### config.mk
export PLATFORM = sky130hd
export DESIGN_NAME = blit_top
export DESIGN_NICKNAME = d
export VERILOG_FILES = /design/src/verilog/blit_pkg.sv /design/src/verilog/blit_ifs.sv /design/src/verilog/blit_top.sv /design/src/verilog/command_seq.sv /design/src/verilog/mem_cmd_issuer.sv /design/src/verilog/font_expander.sv /design/src/verilog/mcu_port.sv
export SDC_FILE = /design/constraint.sdc
export NUM_CORES = 1
export LEC_CHECK = 0
export BUFFER_PORTS_ARGS = -buffer_cell sky130_fd_sc_hd__buf_2
export CORE_UTILIZATION = 25
export CTS_CLUSTER_DIAMETER = 200
export DETAILED_ROUTE_END_ITERATION = 6
export SLEW_MARGIN = 20
export SYNTH_ARGS = -nofsm -noshare
export SYNTH_HDL_FRONTEND = slang
export SYNTH_SLANG_ARGS = --single-unit
### constraint.sdc
create_clock -name dma_clk -period 4.63 [get_ports dma_clk]
set_input_delay 0.6945 -clock dma_clk [delete_from_list [all_inputs] [get_ports dma_clk]]
set_output_delay 0.6945 -clock dma_clk [all_outputs]
set_load 0.005 [all_outputs]
### src/verilog/blit_pkg.sv
package blit_pkg;

    // ========================================================================
    // sizes and timing
    // ========================================================================
    localparam int addr_w       = 20;
    localparam int word_w       = 32;
    localparam int buf_words    = 9;     // word 0 address, 1..8 data
    localparam int burst_len    = 8;
    localparam int guard_cycles = 16;    // quiet window after cmd_en

    // byte counts that select a command
    localparam int n_write_bytes = 37;
    localparam int n_read_bytes  = 4;
    localparam int n_color_bytes = 8;
    localparam int n_font_bytes  = 6;

    localparam int readout_first = 4;    // first data byte
    localparam int readout_end   = 36;

    localparam int status_busy_bit  = 0;
    localparam int status_ready_bit = 1;

    localparam logic [15:0] fcolor_reset = 16'hffff;
    localparam logic [15:0] bcolor_reset = 16'h0000;

    // ========================================================================
    // buffer word and sequencer states
    // ========================================================================
    typedef union packed {
        logic [word_w-1:0]        word;
        logic [word_w/8-1:0][7:0] bytes;  // byte 0 lowest
        logic [1:0][word_w/2-1:0] pix;    // rgb565 pair with pixel 0 low
    } buf_word_u;

    typedef enum logic [2:0] {
        st_idle,
        st_load,
        st_mem_wait,
        st_font_run,
        st_read_ack,
        st_readout
    } seq_state_e;

endpackage
### src/verilog/blit_ifs.sv
`timescale 1ns/1ps

interface mcu_evt_if;
    logic       dir;
    logic       clk_rise;
    logic       dir_rise;
    logic       dir_fall;
    logic [7:0] din;        // byte sampled with clk_rise

    modport src (output dir, clk_rise, dir_rise, dir_fall, din);
    modport dst (input  dir, clk_rise, dir_rise, dir_fall, din);
endinterface

interface font_if;
    logic                                     start;
    logic [7:0]                               bits;
    logic [15:0]                              fcolor;
    logic [15:0]                              bcolor;
    logic                                     wr_en;
    logic [$clog2(blit_pkg::buf_words)-1:0]   wr_idx;   // words 1..4
    logic [1:0][15:0]                         wr_pix;
    logic                                     done;

    modport seq (output start, bits, fcolor, bcolor, input  wr_en, wr_idx, wr_pix, done);
    modport exp (input  start, bits, fcolor, bcolor, output wr_en, wr_idx, wr_pix, done);
endinterface

interface mem_req_if;
    logic                                   req_write;
    logic                                   req_read;
    logic [blit_pkg::addr_w-1:0]            req_addr;
    logic [blit_pkg::burst_len-1:0]         req_mask;   // bit k enables beat k
    logic [blit_pkg::word_w-1:0]            beat_word;
    logic [$clog2(blit_pkg::burst_len)-1:0] beat_idx;
    logic                                   cap_en;
    logic [$clog2(blit_pkg::burst_len)-1:0] cap_idx;
    logic [blit_pkg::word_w-1:0]            cap_word;
    logic                                   done;

    modport seq (output req_write, req_read, req_addr, req_mask, beat_word,
                 input  beat_idx, cap_en, cap_idx, cap_word, done);
    modport iss (input  req_write, req_read, req_addr, req_mask, beat_word,
                 output beat_idx, cap_en, cap_idx, cap_word, done);
endinterface

### src/verilog/blit_top.sv
`timescale 1ns/1ps

module blit_top (
    input  logic                          dma_clk,
    input  logic                          rst_n,
    input  logic [7:0]                    mcu_din,
    input  logic                          mcu_clk,
    input  logic                          mcu_dir,
    input  logic [blit_pkg::word_w-1:0]   mem_rd_data,
    input  logic                          mem_rd_data_valid,
    input  logic                          mem_init_calib,
    output logic [7:0]                    mcu_dout,
    output logic                          mem_cmd,
    output logic                          mem_cmd_en,
    output logic [blit_pkg::addr_w-1:0]   mem_addr,
    output logic [blit_pkg::word_w-1:0]   mem_wr_data,
    output logic [blit_pkg::word_w/8-1:0] mem_data_mask
);

    mcu_evt_if evt ();
    font_if    fnt ();
    mem_req_if req ();

    mcu_port u_mcu_port (
        .dma_clk (dma_clk),
        .rst_n   (rst_n),
        .mcu_clk (mcu_clk),
        .mcu_dir (mcu_dir),
        .mcu_din (mcu_din),
        .evt     (evt.src)
    );

    command_seq u_command_seq (
        .dma_clk  (dma_clk),
        .rst_n    (rst_n),
        .mcu_dout (mcu_dout),
        .evt      (evt.dst),
        .fnt      (fnt.seq),
        .req      (req.seq)
    );

    font_expander u_font_expander (
        .dma_clk (dma_clk),
        .rst_n   (rst_n),
        .fnt     (fnt.exp)
    );

    mem_cmd_issuer u_mem_cmd_issuer (
        .dma_clk           (dma_clk),
        .rst_n             (rst_n),
        .mem_init_calib    (mem_init_calib),
        .mem_rd_data_valid (mem_rd_data_valid),
        .mem_rd_data       (mem_rd_data),
        .mem_cmd           (mem_cmd),
        .mem_cmd_en        (mem_cmd_en),
        .mem_addr          (mem_addr),
        .mem_wr_data       (mem_wr_data),
        .mem_data_mask     (mem_data_mask),
        .req               (req.iss)
    );

endmodule

### src/verilog/command_seq.sv
`timescale 1ns/1ps

module command_seq (
    input  logic       dma_clk,
    input  logic       rst_n,
    output logic [7:0] mcu_dout,
    mcu_evt_if.dst     evt,
    font_if.seq        fnt,
    mem_req_if.seq     req
);

    blit_pkg::buf_word_u  buf_q [blit_pkg::buf_words];
    blit_pkg::seq_state_e state;
    logic [5:0]  ptr;       // byte pointer into buf_q
    logic [1:0]  over;      // bytes taken at the mask slot, saturates at 2
    logic [15:0] fcolor;
    logic [15:0] bcolor;
    logic [7:0]  wmask;
    logic [7:0]  status;
    logic        busy;
    logic        byte_in;
    logic [5:0]  byte_cnt;

    assign byte_in  = evt.clk_rise & evt.dir;
    assign byte_cnt = ptr + 6'(over);
    assign busy     = state inside {blit_pkg::st_load, blit_pkg::st_mem_wait,
                                    blit_pkg::st_font_run};

    assign req.req_addr  = buf_q[0].word[blit_pkg::addr_w-1:0];
    assign req.req_mask  = wmask;
    assign req.beat_word = buf_q[4'(req.beat_idx) + 4'd1].word;
    assign fnt.bits      = buf_q[1].bytes[0];   // glyph row of a font command
    assign fnt.fcolor    = fcolor;
    assign fnt.bcolor    = bcolor;

    // ========================================================================
    // command sequencer
    // ========================================================================
    always_ff @(posedge dma_clk or negedge rst_n) begin
        if (!rst_n) begin
            state         <= blit_pkg::st_idle;
            ptr           <= '0;
            over          <= '0;
            fcolor        <= blit_pkg::fcolor_reset;
            bcolor        <= blit_pkg::bcolor_reset;
            wmask         <= '0;
            req.req_write <= 1'b0;
            req.req_read  <= 1'b0;
            fnt.start     <= 1'b0;
        end else begin
            fnt.start <= 1'b0;
            case (state)
                blit_pkg::st_idle: begin
                    if (evt.dir_rise) begin
                        state <= blit_pkg::st_load;
                        ptr   <= '0;
                        over  <= '0;
                    end
                end
                blit_pkg::st_load: begin
                    if (byte_in) begin
                        if (ptr < 6'(blit_pkg::readout_end)) begin
                            ptr <= ptr + 6'd1;
                        end else begin
                            wmask <= evt.din;           // byte 36 of a write
                            if (over != 2'd2) begin
                                over <= over + 2'd1;
                            end
                        end
                    end
                    if (evt.dir_fall) begin
                        state <= blit_pkg::st_idle;     // unknown counts dropped
                        case (byte_cnt)
                            6'(blit_pkg::n_write_bytes): begin
                                req.req_write <= 1'b1;
                                state         <= blit_pkg::st_mem_wait;
                            end
                            6'(blit_pkg::n_read_bytes): begin
                                req.req_read <= 1'b1;
                                state        <= blit_pkg::st_mem_wait;
                            end
                            6'(blit_pkg::n_color_bytes): begin
                                fcolor <= buf_q[1].pix[0];
                                bcolor <= buf_q[1].pix[1];
                            end
                            6'(blit_pkg::n_font_bytes): begin
                                wmask     <= buf_q[1].bytes[1];
                                fnt.start <= 1'b1;
                                state     <= blit_pkg::st_font_run;
                            end
                            default: ;
                        endcase
                    end
                end
                blit_pkg::st_mem_wait: begin
                    if (req.done) begin
                        req.req_write <= 1'b0;
                        req.req_read  <= 1'b0;
                        state <= req.req_read ? blit_pkg::st_read_ack : blit_pkg::st_idle;
                    end
                end
                blit_pkg::st_font_run: begin
                    if (fnt.done) begin
                        req.req_write <= 1'b1;          // pixels go out as a write
                        state         <= blit_pkg::st_mem_wait;
                    end
                end
                blit_pkg::st_read_ack: begin
                    if (evt.clk_rise) begin
                        ptr   <= 6'(blit_pkg::readout_first);
                        state <= blit_pkg::st_readout;
                    end
                end
                blit_pkg::st_readout: begin
                    if (evt.clk_rise) begin
                        ptr <= ptr + 6'd1;
                        if (ptr == 6'(blit_pkg::readout_end - 1)) begin
                            state <= blit_pkg::st_idle;
                        end
                    end
                end
                default: state <= blit_pkg::st_idle;
            endcase
        end
    end

    // buffer writes from the mcu, font and memory paths
    always_ff @(posedge dma_clk) begin
        if (state == blit_pkg::st_load && byte_in && ptr < 6'(blit_pkg::readout_end)) begin
            buf_q[ptr[5:2]].bytes[ptr[1:0]] <= evt.din;
        end
        if (fnt.wr_en) begin
            buf_q[fnt.wr_idx].pix <= fnt.wr_pix;
        end
        if (req.cap_en) begin
            buf_q[4'(req.cap_idx) + 4'd1].word <= req.cap_word;
        end
    end

    always_comb begin
        status = '0;
        status[blit_pkg::status_busy_bit]  = busy;
        status[blit_pkg::status_ready_bit] = (state == blit_pkg::st_read_ack);
    end

    assign mcu_dout = (state == blit_pkg::st_readout) ? buf_q[ptr[5:2]].bytes[ptr[1:0]]
                                                      : status;

    a_ptr_range: assert property (@(posedge dma_clk) disable iff (!rst_n)
        ptr <= 6'(blit_pkg::readout_end));

endmodule

### src/verilog/mem_cmd_issuer.sv
`timescale 1ns/1ps

module mem_cmd_issuer (
    input  logic                          dma_clk,
    input  logic                          rst_n,
    input  logic                          mem_init_calib,
    input  logic                          mem_rd_data_valid,
    input  logic [blit_pkg::word_w-1:0]   mem_rd_data,
    output logic                          mem_cmd,
    output logic                          mem_cmd_en,
    output logic [blit_pkg::addr_w-1:0]   mem_addr,
    output logic [blit_pkg::word_w-1:0]   mem_wr_data,
    output logic [blit_pkg::word_w/8-1:0] mem_data_mask,
    mem_req_if.iss                        req
);

    logic [$clog2(blit_pkg::guard_cycles+1)-1:0] guard_cnt;
    logic [$clog2(blit_pkg::burst_len)-1:0]      beat_cnt;
    logic                                         active;     // burst in flight
    logic                                         beat_step;
    logic                                         issue;

    // no new command while done is still visible to the sequencer
    assign issue = (req.req_write | req.req_read) & ~active & ~req.done
                 & mem_init_calib & (guard_cnt == '0) & ~mem_rd_data_valid;
    assign beat_step = active & (mem_cmd | mem_rd_data_valid);

    assign mem_addr      = req.req_addr;
    assign mem_wr_data   = req.beat_word;
    assign mem_data_mask = req.req_mask[beat_cnt] ? '0 : '1;
    assign req.beat_idx  = beat_cnt;
    assign req.cap_en    = active & ~mem_cmd & mem_rd_data_valid;
    assign req.cap_idx   = beat_cnt;
    assign req.cap_word  = mem_rd_data;

    always_ff @(posedge dma_clk or negedge rst_n) begin
        if (!rst_n) begin
            guard_cnt  <= '0;
            beat_cnt   <= '0;
            active     <= 1'b0;
            mem_cmd    <= 1'b0;
            mem_cmd_en <= 1'b0;
            req.done   <= 1'b0;
        end else begin
            mem_cmd_en <= issue;
            req.done   <= 1'b0;
            if (mem_cmd_en) begin
                guard_cnt <= $bits(guard_cnt)'(blit_pkg::guard_cycles);
            end else if (guard_cnt != '0) begin
                guard_cnt <= guard_cnt - 1'b1;
            end
            if (issue) begin
                active   <= 1'b1;
                mem_cmd  <= req.req_write;      // 1 write, 0 read
                beat_cnt <= '0;
            end else if (beat_step) begin
                beat_cnt <= beat_cnt + 1'b1;
                if (beat_cnt == $bits(beat_cnt)'(blit_pkg::burst_len - 1)) begin
                    active   <= 1'b0;
                    req.done <= 1'b1;
                end
            end
        end
    end

    a_guard: assert property (@(posedge dma_clk) disable iff (!rst_n)
        mem_cmd_en |-> guard_cnt == '0);
    a_done_pulse: assert property (@(posedge dma_clk) disable iff (!rst_n)
        req.done |=> !req.done);

endmodule

### src/verilog/font_expander.sv
`timescale 1ns/1ps

module font_expander (
    input  logic dma_clk,
    input  logic rst_n,
    font_if.exp  fnt
);

    logic [7:0]  bits_q;    // glyph row, msb first
    logic [2:0]  pix_cnt;
    logic        run;
    logic [15:0] pix_lo;    // earlier pixel of the pair
    logic [15:0] cur_pix;

    assign cur_pix = bits_q[7] ? fnt.fcolor : fnt.bcolor;

    always_ff @(posedge dma_clk or negedge rst_n) begin
        if (!rst_n) begin
            run       <= 1'b0;
            pix_cnt   <= '0;
            fnt.wr_en <= 1'b0;
            fnt.done  <= 1'b0;
        end else begin
            fnt.wr_en <= run & pix_cnt[0];          // every second pixel
            fnt.done  <= run & (pix_cnt == 3'd7);
            if (fnt.start) begin
                run     <= 1'b1;
                pix_cnt <= '0;
            end else if (run) begin
                pix_cnt <= pix_cnt + 3'd1;
                if (pix_cnt == 3'd7) begin
                    run <= 1'b0;
                end
            end
        end
    end

    always_ff @(posedge dma_clk) begin
        if (fnt.start) begin
            bits_q <= fnt.bits;
        end else begin
            bits_q <= {bits_q[6:0], 1'b0};
        end
        if (run && !pix_cnt[0]) begin
            pix_lo <= cur_pix;
        end
        if (run && pix_cnt[0]) begin
            fnt.wr_idx <= 4'(pix_cnt[2:1]) + 4'd1;  // buffer words 1..4
            fnt.wr_pix <= {cur_pix, pix_lo};
        end
    end

    // the sequencer waits for done before another glyph
    a_no_restart: assert property (@(posedge dma_clk) disable iff (!rst_n)
        run |-> !fnt.start);

endmodule

### src/verilog/mcu_port.sv
`timescale 1ns/1ps

module mcu_port (
    input  logic       dma_clk,
    input  logic       rst_n,
    input  logic       mcu_clk,
    input  logic       mcu_dir,
    input  logic [7:0] mcu_din,
    mcu_evt_if.src     evt
);

    logic [2:0] clk_sync;   // two sync stages plus delayed copy
    logic [2:0] dir_sync;
    logic       clk_edge;

    assign clk_edge = clk_sync[1] & ~clk_sync[2];
    assign evt.dir  = dir_sync[2];     // lines up with the dir pulses

    always_ff @(posedge dma_clk or negedge rst_n) begin
        if (!rst_n) begin
            clk_sync     <= '0;
            dir_sync     <= '0;
            evt.clk_rise <= 1'b0;
            evt.dir_rise <= 1'b0;
            evt.dir_fall <= 1'b0;
        end else begin
            clk_sync     <= {clk_sync[1:0], mcu_clk};
            dir_sync     <= {dir_sync[1:0], mcu_dir};
            evt.clk_rise <= clk_edge;
            evt.dir_rise <= dir_sync[1] & ~dir_sync[2];
            evt.dir_fall <= ~dir_sync[1] & dir_sync[2];
        end
    end

    // data is stable since the falling mcu_clk edge
    always_ff @(posedge dma_clk) begin
        if (clk_edge) begin
            evt.din <= mcu_din;
        end
    end

endmodule

==> results.toml, run 1 <==
[synthesis]
synthesis.area_um2 = 26500
yosysTopAreaCell = "edfxtp_1"
synth-async-reset-ratio = 0.173
yosys-top-cells-area = "edfxtp_1 (43%), mux4_2 (11%), nand2_1 (7.0%), o21ai_0 (6.6%), dfrtp_1 (6.1%)"
synth_edf_count = 379
ys_types = 62
ys_ff_latch = 468
avgSynthCellArea_um2 = 10.8
synthCells = 2462
synthesis.nets = 2527
synth_common_cells = "nand2_1 (498), edfxtp_1 (379), o21ai_0 (350)"
ys_seq_area_frac = 0.512
synth.most_common_cell = "nand2_1"
synth_top_cell_area_share = 0.429
yosysWarnings = 0
synth_flop_cell = "edfxtp_1"

[final_layout]
seqCellArea_um2 = 13600
n_antenna_cell = 0
drive_gt1_frac = 0.207
area.growth.synth_to_final_pct = 13.1
multiInputGateArea_um2 = 11800
fin_nets = 2502
fillCellCount = 10800

[setup_path]
r2r_cells = 7
worstSetupEndpoint = "mcu_dout[0]"
crit_required_ns = 3.94
critical_path_class = "register to output pin"
cp.depth = 7
path_common_cell = "o2111ai_1"
crit_family = "flip-flops"
critPathSlowestCell = "dfrtp_4"
crit_path_end_kind = "output pin"
path_buf_inv = 2
ff2ff_setup_slack_ns = 1.32
cp-start-kind = "register"
arrival_ns = 3.46
cp_cell_sequence = "buf_4, mux4_2, nand2_1, o2111ai_1, o2111ai_1, o211ai_1, buf_2"
slowest_delay_ns = 0.94
critPathLaunch = "u_command_seq.ptr[2]$_DFFE_PN0P_"
worstPathMaxFanout = 47
r2r-start = "u_command_seq.over[0]$_DFFE_PN0P_"
r2r_end = "u_command_seq.fnt.bcolor[13]$_DFFE_PN0P_"

[pwr]
ir_drop_mv = 0.348
power_density_nw_per_um2 = 538
power_mw = 16.1
p_leak_nw = 10.2

[detailed_routing]
drt-initial-drc-count = 3160
drc = 0
via_per_inst = 5.41
routed_wl_um = 107000
vias = 20900
dr.pass1.iters = 6
ant_nets = 0
routedWlPerCell_um = 27.7

[global_route]
grt_max_degree = 65
grt_util_all_layers = 0.194
grt_pass1_vias = 19400
grt_antenna_before_repair = 7
grt_first_pass_wirelength_um = 148000
gr-total-overflow = 0

[floorplanning]
core_um2 = 105000
die_area_um2 = 107000
die_h_um = 328
io_pins = 112
dieWidth_um = 328
num_rows = 119
start_util = 0.252

[timing]
rsz0062_at_grt = "no"
finalMaxSlewViolations = 0
fin_tns_setup_ns = 0
min_period_over_period = 0.898
fmax_ghz = 0.240
finClkSkew_ns = 0.0221
relSlewSlack = 0.247
min_period_ns = 4.16
tightest_slew_ns = 1.12
finalSetupViolations = 0
hold_viol = 0

[place]
gp_congestion = 0.989
io_buffers = 111
dpl.hpwl_um = 83200

[clock_network]
cts_hold_buffers = 0
clock-root-buffer = "clkbuf_16"
cts_inserted_buffers = 51
cts_tree = "done"
htreeDepth = 2
cts.sinks = 468
clk_path_buf_depth = 3
cts-resized-gates = 0
clock_latency_ns = 0.62
cts.reportedPaths.clkPinSlew_ns = 0.06
post-cts-setup-buffers = 0

[status]
outcome = "finished clean"

[min_path]
min_path_type = "input port to async pin"

[flow_run]
drv_cap = 0
==> how the worst min path moves through the flow <==
| stage | startpoint | endpoint |
|---|---|---|
| final | rst_n | u_mem_cmd_issuer.guard_cnt[0]$_DFFE_PN0P_ |
| after floorplan | u_mcu_port.clk_sync[0]$_DFF_PN0_ | u_mcu_port.clk_sync[1]$_DFF_PN0_ |
| after global placement | u_mcu_port.clk_sync[0]$_DFF_PN0_ | u_mcu_port.clk_sync[1]$_DFF_PN0_ |
| after detailed placement | u_mcu_port.dir_sync[0]$_DFF_PN0_ | u_mcu_port.dir_sync[1]$_DFF_PN0_ |
| after CTS | rst_n | u_mcu_port.dir_sync[1]$_DFF_PN0_ |
| after global routing | rst_n | u_mem_cmd_issuer.guard_cnt[2]$_DFFE_PN0P_ |
==> final cells by class <==
class / count / share of cell area
well taps: 1391 / 0.0580
multi-input cells: 1699 / 0.392
clock inverters: 24 / 0.00738
clock buffers: 70 / 0.0459
inverters: 22 / 0.00275
repair buffers: 195 / 0.0405
flip-flops and latches: 468 / 0.453
==> state kept, by name (all words and copies together) (netlist names), 5 cells and up <==
name,flops
u_font_expander.fnt.wr_pix,32
u_command_seq.ptr,6
u_font_expander.pix_lo,16
u_command_seq.buf_q,320
u_mcu_port.evt.din,8
u_command_seq.fnt.bcolor,16
u_command_seq.req.req_mask,8
u_command_seq.fnt.fcolor,16
u_mem_cmd_issuer.guard_cnt,5
u_font_expander.bits_q,8
==> report_power, final <==
part,switching (mW),internal [mW]
Combinational,3.42,2.83
Clock,1.78,2.25
Sequential,0.684,5.16
==> cell families (layout without fill, tap and decap cells) <==
kind of cell,after synthesis,in the layout,synth area share
simple gates,705,705,0.115
compound gates,698,698,0.140
flops,468,468,0.512
buf+inv,295,311,0.0485
mux,270,270,0.172
fa+ha+maj,19,19,0.00925
xor+xnor,7,7,0.00231
==> layout by cell type (no fill, tap or decap), types with 5 or more instances in the layout <==
cell type	n
dfrtp_1	62
a31oi_1	9
o211ai_1	10
nor3_2	6
buf_4	83
nor3_1	6
nand3_1	20
mux2_2	44
dfxtp_1	8
dfstp_2	16
or3_1	5
o21ai_1	5
o21ai_0	346
a22oi_1	6
o22ai_1	7
mux2_4	30
clkinv_1	12
clkbuf_16	51
o211a_1	9
a21oi_1	269
edfxtp_1	379
clkinv_2	9
mux2i_1	64
xnor2_1	7
a211oi_1	5
inv_1	19
buf_2	110
nand4_1	5
nor2b_1	79
mux4_2	132
nand2_1	498
clkbuf_1	16
ha_1	16
nor2_1	45
o22a_1	8
==> layer usage <==
layer	routed length (um)	track usage
met4	5090	0.0813
met2	47900	0.303
met5	0	0
met1	41200	0.256
met3	13000	0.0473
==> through the flow <==
step	instances	setup WS, ns	instance area [um2]	util	hold slack, ns
2_1_floorplan	2462	0.552	26500	-	0.331
3_3_place_gp	3775	1.10	28400	0.270	0.335
3_5_place_dp	3775	1.08	28400	0.270	0.337
4_1_cts	3869	0.426	30000	0.285	0.133
5_1_grt	3869	0.341	30000	0.285	0.183
6_report	3869	0.471	30000	0.285	0.117
Note: power is estimated with default switching activity, not from simulation.
==> run 2, diff against run 1 <==
--- a/config.mk
+++ b/config.mk
@@ -6,9 +6,11 @@
 export NUM_CORES = 1
 export LEC_CHECK = 0
 export BUFFER_PORTS_ARGS = -buffer_cell sky130_fd_sc_hd__buf_2
+export CORE_MARGIN = 4
 export CORE_UTILIZATION = 25
 export CTS_CLUSTER_DIAMETER = 200
 export DETAILED_ROUTE_END_ITERATION = 6
+export SETUP_SLACK_MARGIN = 0.05
 export SLEW_MARGIN = 20
 export SYNTH_ARGS = -nofsm -noshare
 export SYNTH_HDL_FRONTEND = slang
==> results.toml, run 2 (synthesized netlist as in run 1, its figures left out) <==
[clock_network]
cts_tree = "done"
clock_latency_ns = 0.61
clock-root-buffer = "clkbuf_16"
clk_path_buf_depth = 3
cts_hold_buffers = 0
post-cts-setup-buffers = 0
cts.sinks = 468
cts_inserted_buffers = 50
cts-resized-gates = 0
htreeDepth = 2
cts.reportedPaths.clkPinSlew_ns = 0.06

[global_route]
grt_pass1_vias = 19800
gr-total-overflow = 0
grt_util_all_layers = 0.187
grt_first_pass_wirelength_um = 150000
grt_max_degree = 66
grt_antenna_before_repair = 12

[timing]
min_period_over_period = 0.877
tightest_slew_ns = 1.19
fin_tns_setup_ns = 0
rsz0062_at_grt = "no"
relSlewSlack = 0.207
finalSetupViolations = 0
finalMaxSlewViolations = 0
hold_viol = 0
setup_slack_ns = 0.568
worst_hold_slack_ns = 0.142
finClkSkew_ns = 0.0186
fmax_ghz = 0.246
min_period_ns = 4.06

[final_layout]
largest-register = "u_command_seq.buf_q"
final_cell_area_um2 = 30200
final_cell_mix = "nand2_1 (498), edfxtp_1 (379), o21ai_0 (350)"
fillCellCount = 10700
area.growth.synth_to_final_pct = 13.8
layout_commonest_cell = "nand2_1"
largest_reg_flops = 320
drive_gt1_frac = 0.212
post-route-util = 0.287
fin_nets = 2508
largestRegisters = "u_command_seq.buf_q x320, u_font_expander.fnt.wr_pix x32"

[detailed_routing]
wl_met2_um = 47700
m1WireLength_um = 40800
ant_nets = 0
routed_wl_um = 108000
routed.top_layer = "met5"
vias = 21100
drc = 0
routedWlPerCell_um = 27.8
drt-initial-drc-count = 3311
route.met3.wl_um = 12400
dr.pass1.iters = 6
via_per_inst = 5.44

[pwr]
clock_power_share = 0.259
ir_drop_mv = 0.332
seqPwrFrac = 0.358
switching_share = 0.360
switchingPower_mw = 5.89
pwr-share-comb = 0.383
p_int_mw = 10.5
power_density_nw_per_um2 = 542
p_leak_nw = 10.3

[setup_path]
path_common_cell = "o2111ai_1"
crit_required_ns = 3.94
crit_path_end_kind = "output pin"
critPathSlowestCell = "dfrtp_4"
ff2ff_setup_slack_ns = 1.12
cp.depth = 7
slowest_delay_ns = 0.85
path_buf_inv = 2
crit_family = "flip-flops"
worstPathMaxFanout = 36
critical_path_class = "register to output pin"
r2r_cells = 6
cp-start-kind = "register"
arrival_ns = 3.37
cp_cell_sequence = "buf_4, mux4_2, nand2_1, o2111ai_1, o2111ai_1, o211ai_1, buf_2"

[place]
gp_congestion = 0.985
dpl.hpwl_um = 83100
placed_cell_area_um2 = 28500
io_buffers = 111
pre_cts_ws_ns = 1.20

[status]
outcome = "finished clean"

[floorplanning]
io_pins = 112
dieWidth_um = 334
start_util = 0.252
core_um2 = 105000
die_area_um2 = 111000
die_h_um = 334
num_rows = 119

[flow_run]
drv_cap = 0

[min_path]
min_path_type = "input port to async pin"
## run 2: path summary, 6_finish.rpt
path                                                     from                                        to
min in group dma_clk                                  mcu_dir          u_mcu_port.dir_sync[0]$_DFF_PN0_
setup / recovery             u_command_seq.ptr[2]$_DFFE_PN0P_                               mcu_dout[0]
hold / removal                                          rst_n         u_command_seq.over[0]$_DFFE_PN0P_
setup reg to reg           u_command_seq.state[0]$_DFFE_PN0P_       u_command_seq.buf_q[3][1]$_DFFE_PP_
hold reg to reg              u_mcu_port.clk_sync[0]$_DFF_PN0_          u_mcu_port.clk_sync[1]$_DFF_PN0_
max in group asynchronous                               rst_n  u_command_seq.fnt.fcolor[14]$_DFFE_PN1P_
## run 2: cell type report
| cell class | count | area [um2] | share of cell area |
|---|---|---|---|
| Antenna cell | 4 | 10.0 | 0.000332 |
| Clock buffer | 77 | 1520 | 0.0503 |
| Clock inverter | 16 | 191 | 0.00634 |
| Inverter | 22 | 82.6 | 0.00274 |
| Multi-Input combinational cell | 1699 | 11800 | 0.390 |
| Sequential cell | 468 | 13600 | 0.451 |
| Tap cell | 1391 | 1740 | 0.0577 |
| Timing Repair Buffer | 202 | 1280 | 0.0424 |
## run 2: per-layer routing
layer  track usage  up-vias
met5             0        -
met4         0.101        6
met3        0.0428      237
met2         0.287     1526
met1         0.245    10400
li1              -     8969
## run 2: stage by stage
step                      power (mW)  std cells
final                           16.4       3879
after global routing            17.0       3876
after CTS                       16.3       3875
after detailed placement        12.1       3782
after global placement          12.0       3782
after floorplan                 9.67       2462
## run 2: power groups by stage
stage / Clock (mW) / Combinational, mW / Sequential, mW
final: 4.24 / 6.26 / 5.86
after global routing: 4.45 / 6.60 / 5.91
after CTS: 4.28 / 6.18 / 5.84
after detailed placement: 0 / 6.16 / 5.92
after global placement: 0 / 6.12 / 5.91
after floorplan: 0 / 4.28 / 5.39
